File: src/design/clock_settings.svh
`ifndef CLOCK_SETTINGS_SVH
`define CLOCK_SETTINGS_SVH

`default_nettype none

// clk cycles per second, scaled down for simulation
`define CLK_TICK_DIV 400
`define CLK_SCAN_DIV 4       // clk cycles per scan step

// wrap limits of the time fields
`define CLK_SEC_MAX 59
`define CLK_MIN_MAX 59
`define CLK_HR_MAX  23

`define CLK_DIGITS 6         // digits on the display

`default_nettype wire

`endif

File: src/design/clock_pkg.sv
`default_nettype none

package clock_pkg;

	typedef logic [5:0] field_val_t;   // hours, minutes or seconds
	typedef logic [3:0] digit_t;       // one decimal digit
	typedef logic [6:0] seg_t;         // segment a in msb through g in lsb

	typedef enum logic {
		MODE_CLOCK,
		MODE_SET
	} mode_t;

	typedef enum logic [1:0] {
		FIELD_SEC,
		FIELD_MIN,
		FIELD_HR
	} field_t;

	// digit to segment pattern, blank for anything above 9
	function automatic seg_t seg_encode(input digit_t d);
		case (d)
			4'd0:    return 7'b111_1110;
			4'd1:    return 7'b011_0000;
			4'd2:    return 7'b110_1101;
			4'd3:    return 7'b111_1001;
			4'd4:    return 7'b011_0011;
			4'd5:    return 7'b101_1011;
			4'd6:    return 7'b101_1111;
			4'd7:    return 7'b111_0000;
			4'd8:    return 7'b111_1111;
			4'd9:    return 7'b111_0011;
			default: return 7'b000_0000;
		endcase
	endfunction

endpackage

`default_nettype wire

File: src/design/tick_gen.sv
`timescale 1ns/1ps
`default_nettype none

module tick_gen #(
	parameter int DIV = 4
) (
	input  wire  clk,
	input  wire  rst_n,
	output logic o_tick
);

	localparam int CW = (DIV > 1) ? $clog2(DIV) : 1;
	localparam logic [CW-1:0] CNT_LAST = CW'(DIV - 1);

	logic [CW-1:0] cnt;

	// free-running divider, one strobe per wrap
	always_ff @(posedge clk or negedge rst_n) begin
		if (!rst_n) begin
			cnt    <= '0;
			o_tick <= 1'b0;
		end else begin
			if (cnt == CNT_LAST) begin
				cnt    <= '0;
				o_tick <= 1'b1;
			end else begin
				cnt    <= cnt + 1'b1;
				o_tick <= 1'b0;
			end
		end
	end

endmodule

`default_nettype wire

File: src/design/time_keeper.sv
`timescale 1ns/1ps
`include "clock_settings.svh"
`default_nettype none

module time_keeper (
	input  wire                   clk,
	input  wire                   rst_n,
	input  wire                   i_sec_tick,
	input  wire                   i_mode_btn,
	input  wire                   i_field_btn,
	input  wire                   i_inc_btn,
	output clock_pkg::field_val_t o_sec,
	output clock_pkg::field_val_t o_min,
	output clock_pkg::field_val_t o_hr,
	output logic                  o_upd
);

	import clock_pkg::*;

	localparam field_val_t SEC_MAX = field_val_t'(`CLK_SEC_MAX);
	localparam field_val_t MIN_MAX = field_val_t'(`CLK_MIN_MAX);
	localparam field_val_t HR_MAX  = field_val_t'(`CLK_HR_MAX);

	mode_t      mode_q;
	field_t     field_q;
	field_val_t sec_nxt;
	field_val_t min_nxt;
	field_val_t hr_nxt;

	// step by one, back to zero past the limit
	function automatic field_val_t wrap_inc(input field_val_t v, input field_val_t max);
		return (v >= max) ? '0 : field_val_t'(v + 1'b1);
	endfunction

	// ------------------------------------------------------------------------
	// mode and field select
	// ------------------------------------------------------------------------
	always_ff @(posedge clk or negedge rst_n) begin
		if (!rst_n) begin
			mode_q  <= MODE_CLOCK;
			field_q <= FIELD_SEC;
		end else begin
			if (i_mode_btn)
				mode_q <= (mode_q == MODE_CLOCK) ? MODE_SET : MODE_CLOCK;
			if (i_field_btn && mode_q == MODE_SET) begin   // field only moves while setting
				case (field_q)
					FIELD_SEC: field_q <= FIELD_MIN;
					FIELD_MIN: field_q <= FIELD_HR;
					default:   field_q <= FIELD_SEC;
				endcase
			end
		end
	end

	// ------------------------------------------------------------------------
	// next time value
	// ------------------------------------------------------------------------
	always_comb begin
		sec_nxt = o_sec;
		min_nxt = o_min;
		hr_nxt  = o_hr;
		if (mode_q == MODE_CLOCK) begin
			if (i_sec_tick) begin
				sec_nxt = wrap_inc(o_sec, SEC_MAX);
				if (o_sec >= SEC_MAX) begin            // carry into minutes
					min_nxt = wrap_inc(o_min, MIN_MAX);
					if (o_min >= MIN_MAX)
						hr_nxt = wrap_inc(o_hr, HR_MAX);
				end
			end
		end else if (i_inc_btn) begin
			// set mode steps one field, no carry
			case (field_q)
				FIELD_SEC: sec_nxt = wrap_inc(o_sec, SEC_MAX);
				FIELD_MIN: min_nxt = wrap_inc(o_min, MIN_MAX);
				default:   hr_nxt  = wrap_inc(o_hr, HR_MAX);
			endcase
		end
	end

	// time registers and the update strobe that travels with them
	always_ff @(posedge clk or negedge rst_n) begin
		if (!rst_n) begin
			o_sec <= '0;
			o_min <= '0;
			o_hr  <= '0;
			o_upd <= 1'b0;
		end else begin
			o_sec <= sec_nxt;
			o_min <= min_nxt;
			o_hr  <= hr_nxt;
			o_upd <= (sec_nxt != o_sec) || (min_nxt != o_min) || (hr_nxt != o_hr);
		end
	end

endmodule

`default_nettype wire

File: src/design/digit_buffer.sv
`timescale 1ns/1ps
`include "clock_settings.svh"
`default_nettype none

module digit_buffer (
	input  wire                                 clk,
	input  wire                                 rst_n,
	input  wire clock_pkg::field_val_t          i_sec,
	input  wire clock_pkg::field_val_t          i_min,
	input  wire clock_pkg::field_val_t          i_hr,
	input  wire                                 i_upd,
	output clock_pkg::seg_t [`CLK_DIGITS-1:0]   o_digit_seg
);

	import clock_pkg::*;

	localparam seg_t SEG_ZERO = seg_encode(digit_t'(0));

	seg_t [`CLK_DIGITS-1:0] code_nxt;

	function automatic digit_t tens(input field_val_t v);
		return digit_t'(v / 6'd10);
	endfunction

	function automatic digit_t ones(input field_val_t v);
		return digit_t'(v % 6'd10);
	endfunction

	// ------------------------------------------------------------------------
	// split and encode
	// ------------------------------------------------------------------------
	always_comb begin
		code_nxt[0] = seg_encode(ones(i_sec));
		code_nxt[1] = seg_encode(tens(i_sec));
		code_nxt[2] = seg_encode(ones(i_min));
		code_nxt[3] = seg_encode(tens(i_min));
		code_nxt[4] = seg_encode(ones(i_hr));
		code_nxt[5] = seg_encode(tens(i_hr));    // hour tens on the leftmost digit
	end

	// ------------------------------------------------------------------------
	// digit registers
	// ------------------------------------------------------------------------
	// all six load on the same edge so the scan never mixes two times
	always_ff @(posedge clk or negedge rst_n) begin
		if (!rst_n)
			o_digit_seg <= {`CLK_DIGITS{SEG_ZERO}};   // 00:00:00
		else if (i_upd)
			o_digit_seg <= code_nxt;
	end

endmodule

`default_nettype wire

File: src/design/seg_scan.sv
`timescale 1ns/1ps
`include "clock_settings.svh"
`default_nettype none

module seg_scan (
	input  wire                                 clk,
	input  wire                                 rst_n,
	input  wire                                 i_scan_tick,
	input  wire clock_pkg::seg_t [`CLK_DIGITS-1:0] i_digit_seg,
	output clock_pkg::seg_t                     o_seg,
	output logic [`CLK_DIGITS-1:0]              o_seg_enb
);

	localparam int IW = $clog2(`CLK_DIGITS);
	localparam logic [IW-1:0] IDX_LAST = IW'(`CLK_DIGITS - 1);

	logic [IW-1:0] scan_idx;    // slot currently lit

	// ------------------------------------------------------------------------
	// scan index
	// ------------------------------------------------------------------------
	always_ff @(posedge clk or negedge rst_n) begin
		if (!rst_n) begin
			scan_idx <= '0;
		end else if (i_scan_tick) begin
			if (scan_idx == IDX_LAST)
				scan_idx <= '0;
			else
				scan_idx <= scan_idx + 1'b1;
		end
	end

	// ------------------------------------------------------------------------
	// digit enable and segment mux
	// ------------------------------------------------------------------------
	always_comb begin
		o_seg_enb = ~(`CLK_DIGITS'(1) << scan_idx);   // one low bit per slot
		o_seg     = i_digit_seg[scan_idx];
	end

endmodule

`default_nettype wire

File: src/design/clock_top.sv
`timescale 1ns/1ps
`include "clock_settings.svh"
`default_nettype none

module clock_top (
	input  wire                    clk,
	input  wire                    rst_n,
	input  wire                    i_mode_btn,
	input  wire                    i_field_btn,
	input  wire                    i_inc_btn,
	output clock_pkg::seg_t        o_seg,
	output logic [`CLK_DIGITS-1:0] o_seg_enb
);

	import clock_pkg::*;

	logic                   sec_tick;
	logic                   scan_tick;
	field_val_t             sec;
	field_val_t             min;
	field_val_t             hr;
	logic                   upd;
	seg_t [`CLK_DIGITS-1:0] digit_seg;

	// one strobe per second and one per scan step
	tick_gen #(.DIV(`CLK_TICK_DIV)) u_sec_tick (
		.clk    (clk),
		.rst_n  (rst_n),
		.o_tick (sec_tick)
	);

	tick_gen #(.DIV(`CLK_SCAN_DIV)) u_scan_tick (
		.clk    (clk),
		.rst_n  (rst_n),
		.o_tick (scan_tick)
	);

	time_keeper u_time_keeper (
		.clk         (clk),
		.rst_n       (rst_n),
		.i_sec_tick  (sec_tick),
		.i_mode_btn  (i_mode_btn),
		.i_field_btn (i_field_btn),
		.i_inc_btn   (i_inc_btn),
		.o_sec       (sec),
		.o_min       (min),
		.o_hr        (hr),
		.o_upd       (upd)
	);

	digit_buffer u_digit_buffer (
		.clk         (clk),
		.rst_n       (rst_n),
		.i_sec       (sec),
		.i_min       (min),
		.i_hr        (hr),
		.i_upd       (upd),
		.o_digit_seg (digit_seg)
	);

	seg_scan u_seg_scan (
		.clk         (clk),
		.rst_n       (rst_n),
		.i_scan_tick (scan_tick),
		.i_digit_seg (digit_seg),
		.o_seg       (o_seg),
		.o_seg_enb   (o_seg_enb)
	);

endmodule

`default_nettype wire

File: config.mk
export PLATFORM = sky130hd
export DESIGN_NAME = clock_top
export DESIGN_NICKNAME = d
export VERILOG_FILES = /design/src/design/clock_pkg.sv /design/src/design/tick_gen.sv /design/src/design/time_keeper.sv /design/src/design/digit_buffer.sv /design/src/design/seg_scan.sv /design/src/design/clock_top.sv
export VERILOG_INCLUDE_DIRS = /design/src /design/src/design
export SDC_FILE = /design/constraint.sdc
export NUM_CORES = 1
export LEC_CHECK = 0
export ABC_CLOCK_PERIOD_IN_PS = 5200
export BUFFER_PORTS_ARGS = -buffer_cell sky130_fd_sc_hd__buf_2
export CAP_MARGIN = 10
export CORE_MARGIN = 3
export CORE_UTILIZATION = 45
export CTS_CLUSTER_DIAMETER = 50
export DETAILED_ROUTE_END_ITERATION = 8
export GPL_ROUTABILITY_DRIVEN = 0
export PLACE_DENSITY = 0.63
export SLEW_MARGIN = 25
export SYNTH_ARGS = -nofsm -noshare
export SYNTH_HDL_FRONTEND = slang
export SYNTH_SLANG_ARGS = --single-unit
File: constraint.sdc
create_clock -name clk -period 5.2 [get_ports clk]
set_clock_uncertainty 0.2 [all_clocks]
set_input_delay 1.04 -clock clk [delete_from_list [all_inputs] [get_ports clk]]
set_output_delay 1.04 -clock clk [all_outputs]
set_load 0.03 [all_outputs]
==> results of run 1 <==
[layout make-up]
type | instances | area, um^2
fillers | 1175 | 6050
multi-input cells | 493 | 3440
flip-flops and latches | 80 | 2050
clock buffers | 12 | 246
well taps | 168 | 210
inverters | 31 | 116
repair buffers | 18 | 98.8
clock inverters | 4 | 52.6
[cells in the mapped netlist (all sizes together), types with 5 or more instances]
cell type	count	share of area
nand3	20	0.017
nand3b	5	0.0065
o21ai	41	0.036
nor3b	5	0.0065
or3	5	0.0054
xnor2	7	0.011
mux2i	11	0.019
mux2	7	0.014
and2	5	0.0059
nor2b	14	0.016
inv	30	0.019
buf	8	0.0093
nor2	69	0.045
mux4	7	0.027
dfstp	36	0.16
nand2	49	0.032
ha	45	0.097
o221ai	6	0.0091
dfrtp	44	0.19
a21o	5	0.0065
xor2	11	0.020
a211oi	5	0.0074
o31ai	10	0.013
o21bai	5	0.0065
a21oi	42	0.036
and3	5	0.0054
a31oi	17	0.019
nor3	9	0.0078
o31a	7	0.011
clkbuf	32	0.021
nand2b	15	0.016
[sequential cells by signal, summed over array words and instances (netlist names)]
signal                      cells
u_digit_buffer.o_digit_seg     42
u_scan_tick.cnt                 2
u_scan_tick.o_tick              1
u_sec_tick.cnt                  9
u_sec_tick.o_tick               1
u_seg_scan.scan_idx             3
u_time_keeper.field_q           2
u_time_keeper.mode_q            1
u_time_keeper.o_hr              6
u_time_keeper.o_min             6
u_time_keeper.o_sec             6
u_time_keeper.o_upd             1
[metal layers]
metal  wire length (um)  share of wire  track usage
met2               5850           0.47        0.293
met1               5920           0.48        0.251
met5                  0              0            0
met4                144          0.012       0.0480
met3                474          0.038       0.0404
[worst register-to-register path, stage by stage, from the launching register on]
cell	delay, ns
dfrtp_1	0.71
nor2b_1	0.44
nand2_1	0.14
nand3_1	0.11
o21ai_0	0.10
ha_1	0.28
and4b_1	0.19
a31oi_1	0.17
and3_1	0.23
nand2_1	0.08
or3_1	0.35
a31oi_1	0.19
[through the flow]
| step | hold WS, ns | util |
|---|---|---|
| after CTS | 0.231 | 0.506 |
| after detailed placement | 0.223 | 0.482 |
| after floorplan | 0.203 | - |
| after global routing | 0.256 | 0.507 |
| final | 0.230 | 0.507 |
| after global placement | 0.215 | 0.482 |
[cells by family after synthesis]
family | after synthesis | share of synthesized area
simple gates | 220 | 0.191
compound gates | 183 | 0.213
flops | 80 | 0.354
buf+inv | 71 | 0.0503
fa+ha+maj | 47 | 0.101
mux | 25 | 0.0600
xor+xnor | 18 | 0.0305
[power breakdown]
part | internal, mW | switching (mW)
combinational | 0.867 | 1.24
sequential | 0.930 | 0.302
clock | 0.387 | 0.249
total | 2.18 | 1.79
[how the worst max path moves through the flow]
stage	slack, ns	start	to
global placement	2.03	u_seg_scan.scan_idx[0]	o_seg[5]
finish	1.67	u_seg_scan.scan_idx[0]	o_seg[5]
detailed placement	2.00	u_seg_scan.scan_idx[0]	o_seg[5]
global route	1.49	u_seg_scan.scan_idx[0]	o_seg[1]
CTS	1.62	u_seg_scan.scan_idx[0]	o_seg[5]
floorplan	1.80	u_seg_scan.scan_idx[0]	o_seg[2]
==> impl_metrics.csv, run 1 <==
group,metric,value,unit
place,placedInstanceArea,5910,um^2
worst_setup_path,reg2reg_depth,11,
route,avgViaCountPerCell,5.72,
timing,finalWorstSetupSlack,1.67,ns
clocking,cts_setup_buffers,0,
worst_setup_path,worstPathRequired,3.96,ns
pwr,p_leak,2.58,nW
cells_and_area,synthToLayoutAreaGrowth,7.54,%
route,drt-total-wl,12400,um
timing,rsz0062_at_grt,"no",
timing,min_period,3.53,ns
grt,grt_first_pass_wirelength,21500,um
worst_setup_path,cp-end-kind,"output port",
yosys,avgSynthCellArea,8.97,um^2
route,drt-pass1-iter-count,5,
clocking,cts_tree,"built",
clocking,clockBufferDepth,2,
clocking,clkTransAtPathRegs,0.06,ns
die,die_w,119,um
grt,overflow,0,
outcome,status,"completed",
cells_and_area,antenna_cells,0,
pwr,p_per_area,640,nW/um^2
die,die_h,119,um
worst_setup_path,crit_arrival,2.29,ns
yosys,synth_nets,694,
worst_setup_path,rrSetupSlack,1.94,ns
worst_setup_path,cpLargestDelayFamily,"flip-flops",
timing,maxSlewViolCount,0,
hold_path,hold_class,"reg2reg",
grt,grtUsageTotal,0.183,
grt,grt_pass1_vias,4426,
hold_path,holdPathStages,1,
worst_setup_path,cpPeakStageDelay,0.98,ns
route,initialDrtViolationCount,455,
cells_and_area,drive_above_1_share,0.152,
place,dp_hpwl,8950,um
clocking,cts_resized,0,
worst_setup_path,reg2reg_from,"u_time_keeper.o_min[5]",
clocking,cts_buffers,9,
hold_path,hold_end,"u_scan_tick.cnt[0]",
yosys,async_reset_ff_frac,1.00,
place,dpl_worst_slack,2.00,ns
run,maxCapViolCount,0,
yosys,synth-warning-count,0,
worst_setup_path,start_kind,"flip-flop",
die,dieArea,14200,um^2
timing,finalCritPeriodShare,0.680,
cells_and_area,final_nets,683,
worst_setup_path,cp_num_cells,4,
die,start_util,0.471,
route,route.detailed.drc,0,
die,coreArea,12300,um^2
yosys,netlist_area,5780,um^2
worst_setup_path,path_class,"reg2out",
grt,grt_max_degree,81,
pwr,p_total,3.98,mW
worst_setup_path,cp_slowest_cell,"dfrtp_1",
timing,hold_viol,0,
route,ant_nets,0,
clocking,htreeDepth,3,
yosys,ys_seq_area_frac,0.354,
hold_path,min_from,"u_scan_tick.cnt[0]",
yosys,ys.flop_type,"dfrtp_1",
worst_setup_path,crit_buf_inv,1,
timing,fmax,283,MHz
cells_and_area,layout_common_cells,"69 x nor2_1, 49 x nand2_1, 45 x ha_1, 43 x dfrtp_1, 42 x a21oi_1",
timing,max_slew.worst_pin.slew,0.967,ns
clocking,clk_latency,0.34,ns
yosys,synth_edf_count,0,
yosys,ys_seq_elements,80,
grt,antenna_found_initial,0,
worst_setup_path,path_cells,"mux4_2 -> nand2_1 -> o21ai_0 -> buf_2",
clocking,clock-root-buffer,"clkbuf_16",
route,vias,4613,
yosys,synthDistinctLibCells,82,
cells_and_area,final_area,6210,um^2
clocking,hold_buffers,0,
timing,setup_viol_count_final,0,
clocking,clock_sinks,80,
place,io_buffers,17,
cells_and_area,final_common_cell,"nor2_1",
worst_setup_path,r2r-end,"u_digit_buffer.o_digit_seg[15]",
die,row_count,40,
cells_and_area,final_cells,806,
place,dpl.cell_count,790,
route,wire_per_inst,15.4,um
yosys,postSynthCellCount,644,
pwr,ir_worst_vdd,0.000206,V
timing,max-slew-margin-rel,0.355,
die,io_pins,18,
timing,finalSetupTns,0,ns
worst_setup_path,worst-path-max-fanout,22,
No activity file was read; power rests on OpenSTA's default activity.
==> run 2: changes to the inputs <==
- ABC_CLOCK_PERIOD_IN_PS: 5200 -> 3350
- clock period: 5.2 -> 3.35 ns (I/O delays scaled with it)
==> run 2 against run 1 <==
Net effect: first-iteration DRC count shrank 50%; count of clock-buffer cells in the layout grew 2; non-clock buffer count increased by 10; global-route usage is 0.11 points lower; design area increased by 1.9%; register-to-register slack worse by 1.5 ns; cell count is 1.2% higher; sequential share of layout area shrank 0.62 points; total power grew 59%; routed wire length is 1.1% higher; largest power group unchanged; highest routed layer unchanged.
==> impl_metrics.csv, run 2 (synthesized netlist as in run 1, its figures left out) <==
group,metric,value,unit
outcome,status,"completed",
die,die_w,119,um
cells_and_area,seq_area,2050,um^2
cells_and_area,antenna_cells,0,
worst_setup_path,cpPeakStageDelay,0.66,ns
cells_and_area,reg.largest.list,"u_digit_buffer.o_digit_seg x42, u_sec_tick.cnt x9",
route,wl_met1,6000,um
timing,max-slew-margin-rel,0.469,
run,maxCapViolCount,0,
cells_and_area,final_nets,693,
worst_setup_path,reg2reg_from,"u_time_keeper.o_hr[3]",
pwr,p_total,6.33,mW
worst_setup_path,worstPathRequired,3.40,ns
clocking,clockBufferDepth,2,
route,avgViaCountPerCell,5.76,
worst_setup_path,rrSetupSlack,0.44,ns
clocking,hold_buffers,0,
timing,finalSetupTns,0,ns
timing,min_period,2.91,ns
worst_setup_path,crit_arrival,2.96,ns
clocking,clock_sinks,80,
worst_setup_path,path_cells,"nand2b_1 -> mux2i_1 -> nand2_1 -> inv_1 -> ha_1 -> nand3b_1 -> xor2_1 -> mux2i_1 -> o221ai_1",
place,io_buffers,17,
worst_setup_path,worst-path-max-fanout,18,
place,dpl.cell_count,800,
timing,fmax,343,MHz
worst_setup_path,r2r-end,"u_digit_buffer.o_digit_seg[31]",
timing,whs,0.152,ns
clocking,cts_resized,0,
route,drt-pass1-iter-count,4,
route,wl_met3,461,um
route,route.detailed.drc,0,
timing,maxSlewViolCount,0,
cells_and_area,multi_input_area,3440,um^2
die,start_util,0.471,
worst_setup_path,cp_slowest_cell,"dfrtp_1",
cells_and_area,synthToLayoutAreaGrowth,9.60,%
grt,overflow,0,
die,dieArea,14200,um^2
grt,grt_first_pass_wirelength,21200,um
route,wl_met2,5940,um
pwr,comb_power_share,0.532,
pwr,p_leak,2.65,nW
clocking,htreeDepth,3,
hold_path,hold_class,"in2async",
cells_and_area,final_area,6330,um^2
cells_and_area,top_register,"u_digit_buffer.o_digit_seg",
pwr,ir_worst_vdd,0.000333,V
grt,grt_pass1_vias,4334,
timing,max_slew.worst_pin.slew,0.793,ns
route,wire_per_inst,15.4,um
route,drt-total-wl,12500,um
pwr,switching_share,0.440,
clocking,cts_setup_buffers,0,
route,initialDrtViolationCount,226,
clocking,clkTransAtPathRegs,0.06,ns
pwr,p_per_area,999,nW/um^2
cells_and_area,fill_cells,1193,
cells_and_area,drive_above_1_share,0.165,
route,dr.max_layer_used,"met4",
die,io_pins,18,
die,die_h,119,um
pwr,p_clk_frac,0.173,
grt,grt_max_degree,48,
clocking,cts_tree,"built",
worst_setup_path,cp-end-kind,"flip-flop",
die,row_count,40,
timing,finalCritPeriodShare,0.870,
cells_and_area,largest_reg_flops,42,
timing,hold_viol,0,
worst_setup_path,reg2reg_depth,9,
worst_setup_path,path_class,"reg2reg",
timing,setup_viol_count_final,0,
die,coreArea,12300,um^2
place,dp_hpwl,9210,um
timing,rsz0062_at_grt,"no",
pwr,p_seq_frac,0.295,
pwr,p_sw,2.79,mW
route,ant_nets,0,
route,vias,4700,
cells_and_area,layout_common_cells,"69 x nor2_1, 49 x nand2_1, 45 x ha_1, 43 x dfrtp_1, 42 x a21oi_1",
worst_setup_path,crit_top_cell,"mux2i_1",
clocking,cts_buffers,9,
worst_setup_path,start_kind,"flip-flop",
grt,antenna_found_initial,0,
place,placedInstanceArea,6000,um^2
clocking,clock-root-buffer,"clkbuf_16",
pwr,internal_power,3.54,mW
cells_and_area,final_common_cell,"nor2_1",
grt,grtUsageTotal,0.182,
cells_and_area,final_cells,816,
clocking,clk_latency,0.35,ns
-- run 2: worst max-delay path, delay by kind of cell (launching register included) --
| family | cells | cell delay, ns |
|---|---|---|
| xor gates and xnor gates | 1 | 0.41 |
| AOI/OAI and AO/OA | 1 | 0.15 |
| adders and majority gates | 1 | 0.29 |
| and+or+nand+nor | 3 | 0.53 |
| DFF | 1 | 0.66 |
| muxes | 2 | 0.50 |
| buffers and inverters | 1 | 0.07 |
-- run 2: worst max path at each step --
stage,start,to,slack (ns),cells past startpoint
after floorplan,u_seg_scan.scan_idx[0],o_seg[2],0.32,5
after global placement,u_time_keeper.o_sec[0],u_digit_buffer.o_digit_seg[3],0.49,9
after detailed placement,u_time_keeper.o_sec[0],u_digit_buffer.o_digit_seg[3],0.46,9
after CTS,u_time_keeper.o_sec[0],u_digit_buffer.o_digit_seg[3],0.45,9
after global routing,u_time_keeper.o_hr[3],u_digit_buffer.o_digit_seg[31],0.17,9
final,u_time_keeper.o_hr[3],u_digit_buffer.o_digit_seg[31],0.44,9
-- run 2: cell type report --
| class | count | share of cell area |
|---|---|---|
| multi-input cells | 493 | 0.543 |
| flip-flops and latches | 80 | 0.324 |
| clock buffers | 14 | 0.0433 |
| well taps | 168 | 0.0332 |
| repair buffers | 28 | 0.0289 |
| inverters | 31 | 0.0184 |
| clock inverters | 2 | 0.00949 |
-- run 2: power groups by stage --
stage	Sequential [mW]	Combinational, mW	Clock, mW
after floorplan	1.61	2.86	0
after global placement	1.85	3.25	0
after detailed placement	1.88	3.36	0
after CTS	1.86	3.38	1.12
after global routing	1.94	3.81	1.16
final	1.87	3.37	1.09
-- run 2: metal layers --
layer,track usage,vias up
met5,0,-
met4,0.0437,0
met3,0.0418,10
met2,0.293,80
met1,0.248,2294
li1,-,2316
-- run 2: metrics by stage --
step,utilization,worst slack [ns]
detailed placement,0.489,0.458
floorplan,-,0.322
global placement,0.489,0.495
CTS,0.516,0.445
finish,0.516,0.436
global route,0.516,0.167
==> run 3: changes to the inputs <==
- CORE_UTILIZATION: 45 -> 52
- PLACE_DENSITY: 0.63 -> 0.71
==> run 3 against run 2 <==
Net effect: via count decreased by 1.8%; critical path depth increased by 1; sequential share of layout area up 1.1 points; die area down 13%; largest cell class unchanged; routed wire length fell by 2.8%; clock power down 38%; maximum frequency shrank 3.7%; non-clock buffer count down 1; core utilization up 6.5 points; count of clock-buffer cells in the layout down 3; total power down 6.9%; critical endpoint is now u_digit_buffer.o_digit_seg[34]; first-iteration DRC count rose by 74%.
==> impl_metrics.csv, run 3 (synthesized netlist as in run 1, its figures left out) <==
group,metric,value,unit
outcome,status,"completed",
grt,grtUsageTotal,0.201,
clocking,clkTransAtPathRegs,0.08,ns
worst_setup_path,reg2reg_depth,10,
worst_setup_path,crit_arrival,3.11,ns
cells_and_area,final_nets,692,
pwr,ir_worst_vdd,0.000437,V
worst_setup_path,worstPathRequired,3.44,ns
cells_and_area,seq_area,2050,um^2
clocking,hold_buffers,0,
route,wl_met2,5540,um
hold_path,hold_class,"in2async",
timing,finalSetupTns,0,ns
die,die_h,111,um
clocking,clk_latency,0.36,ns
timing,fmax,330,MHz
die,row_count,37,
timing,max-slew-margin-rel,0.448,
clocking,clockBufferDepth,2,
timing,maxSlewViolCount,0,
pwr,p_total,5.89,mW
route,ant_nets,0,
timing,max_slew.worst_pin.slew,0.826,ns
grt,grt_first_pass_wirelength,20900,um
grt,antenna_found_initial,0,
clocking,clock_sinks,80,
cells_and_area,layout_common_cells,"69 x nor2_1, 49 x nand2_1, 45 x ha_1, 43 x dfrtp_1, 42 x a21oi_1",
timing,min_period,3.03,ns
die,die_w,111,um
worst_setup_path,crit_buf_inv,1,
clocking,cts_buffers,9,
clocking,cts_resized,0,
clocking,cts_setup_buffers,0,
worst_setup_path,rrSetupSlack,0.32,ns
clocking,clock-root-buffer,"clkbuf_8",
place,io_buffers,17,
pwr,p_per_area,961,nW/um^2
timing,finalCritPeriodShare,0.904,
timing,setup_viol_count_final,0,
worst_setup_path,cpLargestDelayFamily,"compound AO/OA/AOI/OAI gates",
worst_setup_path,worst-path-max-fanout,17,
route,vias,4614,
cells_and_area,final_area,6130,um^2
cells_and_area,final_common_cell,"nor2_1",
route,initialDrtViolationCount,393,
route,wl_met1,5980,um
worst_setup_path,path_cells,"and4bb_2 -> a21oi_1 -> and2_1 -> xnor2_1 -> ha_1 -> inv_1 -> o21ai_0 -> a31oi_1 -> o22ai_1 -> o221ai_1",
cells_and_area,largest_reg_flops,42,
run,maxCapViolCount,0,
timing,finalWorstSetupSlack,0.323,ns
route,drt-total-wl,12200,um
cells_and_area,top_register,"u_digit_buffer.o_digit_seg",
die,io_pins,18,
die,coreArea,10600,um^2
worst_setup_path,cp-end-kind,"flip-flop",
worst_setup_path,reg2reg_from,"u_time_keeper.o_hr[2]",
cells_and_area,reg.largest.list,"u_digit_buffer.o_digit_seg x42, u_sec_tick.cnt x9",
timing,rsz0062_at_grt,"no",
grt,grt_max_degree,69,
die,dieArea,12400,um^2
grt,overflow,0,
pwr,p_leak,2.58,nW
route,route.detailed.drc,0,
die,start_util,0.547,
clocking,cts_tree,"built",
cells_and_area,fill_cells,920,
timing,hold_viol,0,
grt,grt_pass1_vias,4359,
clocking,htreeDepth,3,
route,avgViaCountPerCell,5.89,
place,placedInstanceArea,5950,um^2
cells_and_area,antenna_cells,0,
route,drt-pass1-iter-count,5,
cells_and_area,drive_above_1_share,0.165,
worst_setup_path,start_kind,"flip-flop",
worst_setup_path,cp_slowest_cell,"dfrtp_1",
place,dp_hpwl,8840,um
route,dr.max_layer_used,"met4",
route,wire_per_inst,15.5,um
worst_setup_path,r2r-end,"u_digit_buffer.o_digit_seg[34]",
place,dpl_worst_slack,0.374,ns
cells_and_area,multi_input_area,3440,um^2
cells_and_area,synthToLayoutAreaGrowth,6.13,%
worst_setup_path,path_class,"reg2reg",
route,wl_met3,492,um
worst_setup_path,cpPeakStageDelay,0.62,ns
[run 3: cell count changes in the layout (fill, tap and decap cells not counted), sizes merged]
cell      change
buf           -1
bufinv        -2
clkbuf        -3
clkinv        +3
clkinvlp      +1
inv           +1
[run 3: how the worst max path moves through the flow]
stage	startpoint	cells after the start	slack (ns)	end
after detailed placement	u_time_keeper.o_sec[0]	9	0.37	u_digit_buffer.o_digit_seg[3]
after global placement	u_time_keeper.o_sec[0]	9	0.53	u_digit_buffer.o_digit_seg[3]
after CTS	u_time_keeper.o_hr[2]	10	0.36	u_digit_buffer.o_digit_seg[34]
after floorplan	u_seg_scan.scan_idx[0]	5	0.32	o_seg[2]
after global routing	u_time_keeper.o_hr[2]	9	0.02	u_digit_buffer.o_digit_seg[29]
final	u_time_keeper.o_hr[2]	10	0.32	u_digit_buffer.o_digit_seg[34]
[run 3: worst register-to-register path, delay by kind of cell (launching register included)]
family	cells	cell delay, ns
simple gates	2	0.76
xor+xnor	1	0.21
fa+ha+maj	1	0.23
flops	1	0.62
compound gates	5	0.85
buf+inv	1	0.09
[run 3: where the power goes]
group / switching (mW) / total, mW / leakage, nW / internal (mW)
Sequential: 0.377 / 1.82 / 0.909 / 1.44
Clock: 0.364 / 0.671 / 0.0932 / 0.307
Combinational: 2.03 / 3.40 / 1.57 / 1.37
[run 3: final cells by class]
type                            count  area share
Clock buffer                       11      0.0247
Clock inverter                      5     0.00490
Inverter                           31      0.0190
Multi-Input combinational cell    493       0.561
Sequential cell                    80       0.334
Tap cell                          136      0.0278
Timing Repair Buffer               27      0.0286
[run 3: per-layer routing]
layer  track usage  vias to the layer above
met5             0                        -
met4        0.0584                        0
met3        0.0418                       16
met2         0.314                       87
met1         0.284                     2203
li1              -                     2308
[run 3: stage by stage]
stage | hold slack, ns | util | std cells
after floorplan | 0.174 | - | 644
after CTS | 0.0515 | 0.581 | 783
after global routing | 0.0609 | 0.581 | 783
after detailed placement | 0.217 | 0.564 | 767
after global placement | 0.215 | 0.564 | 767
final | 0.0422 | 0.581 | 783
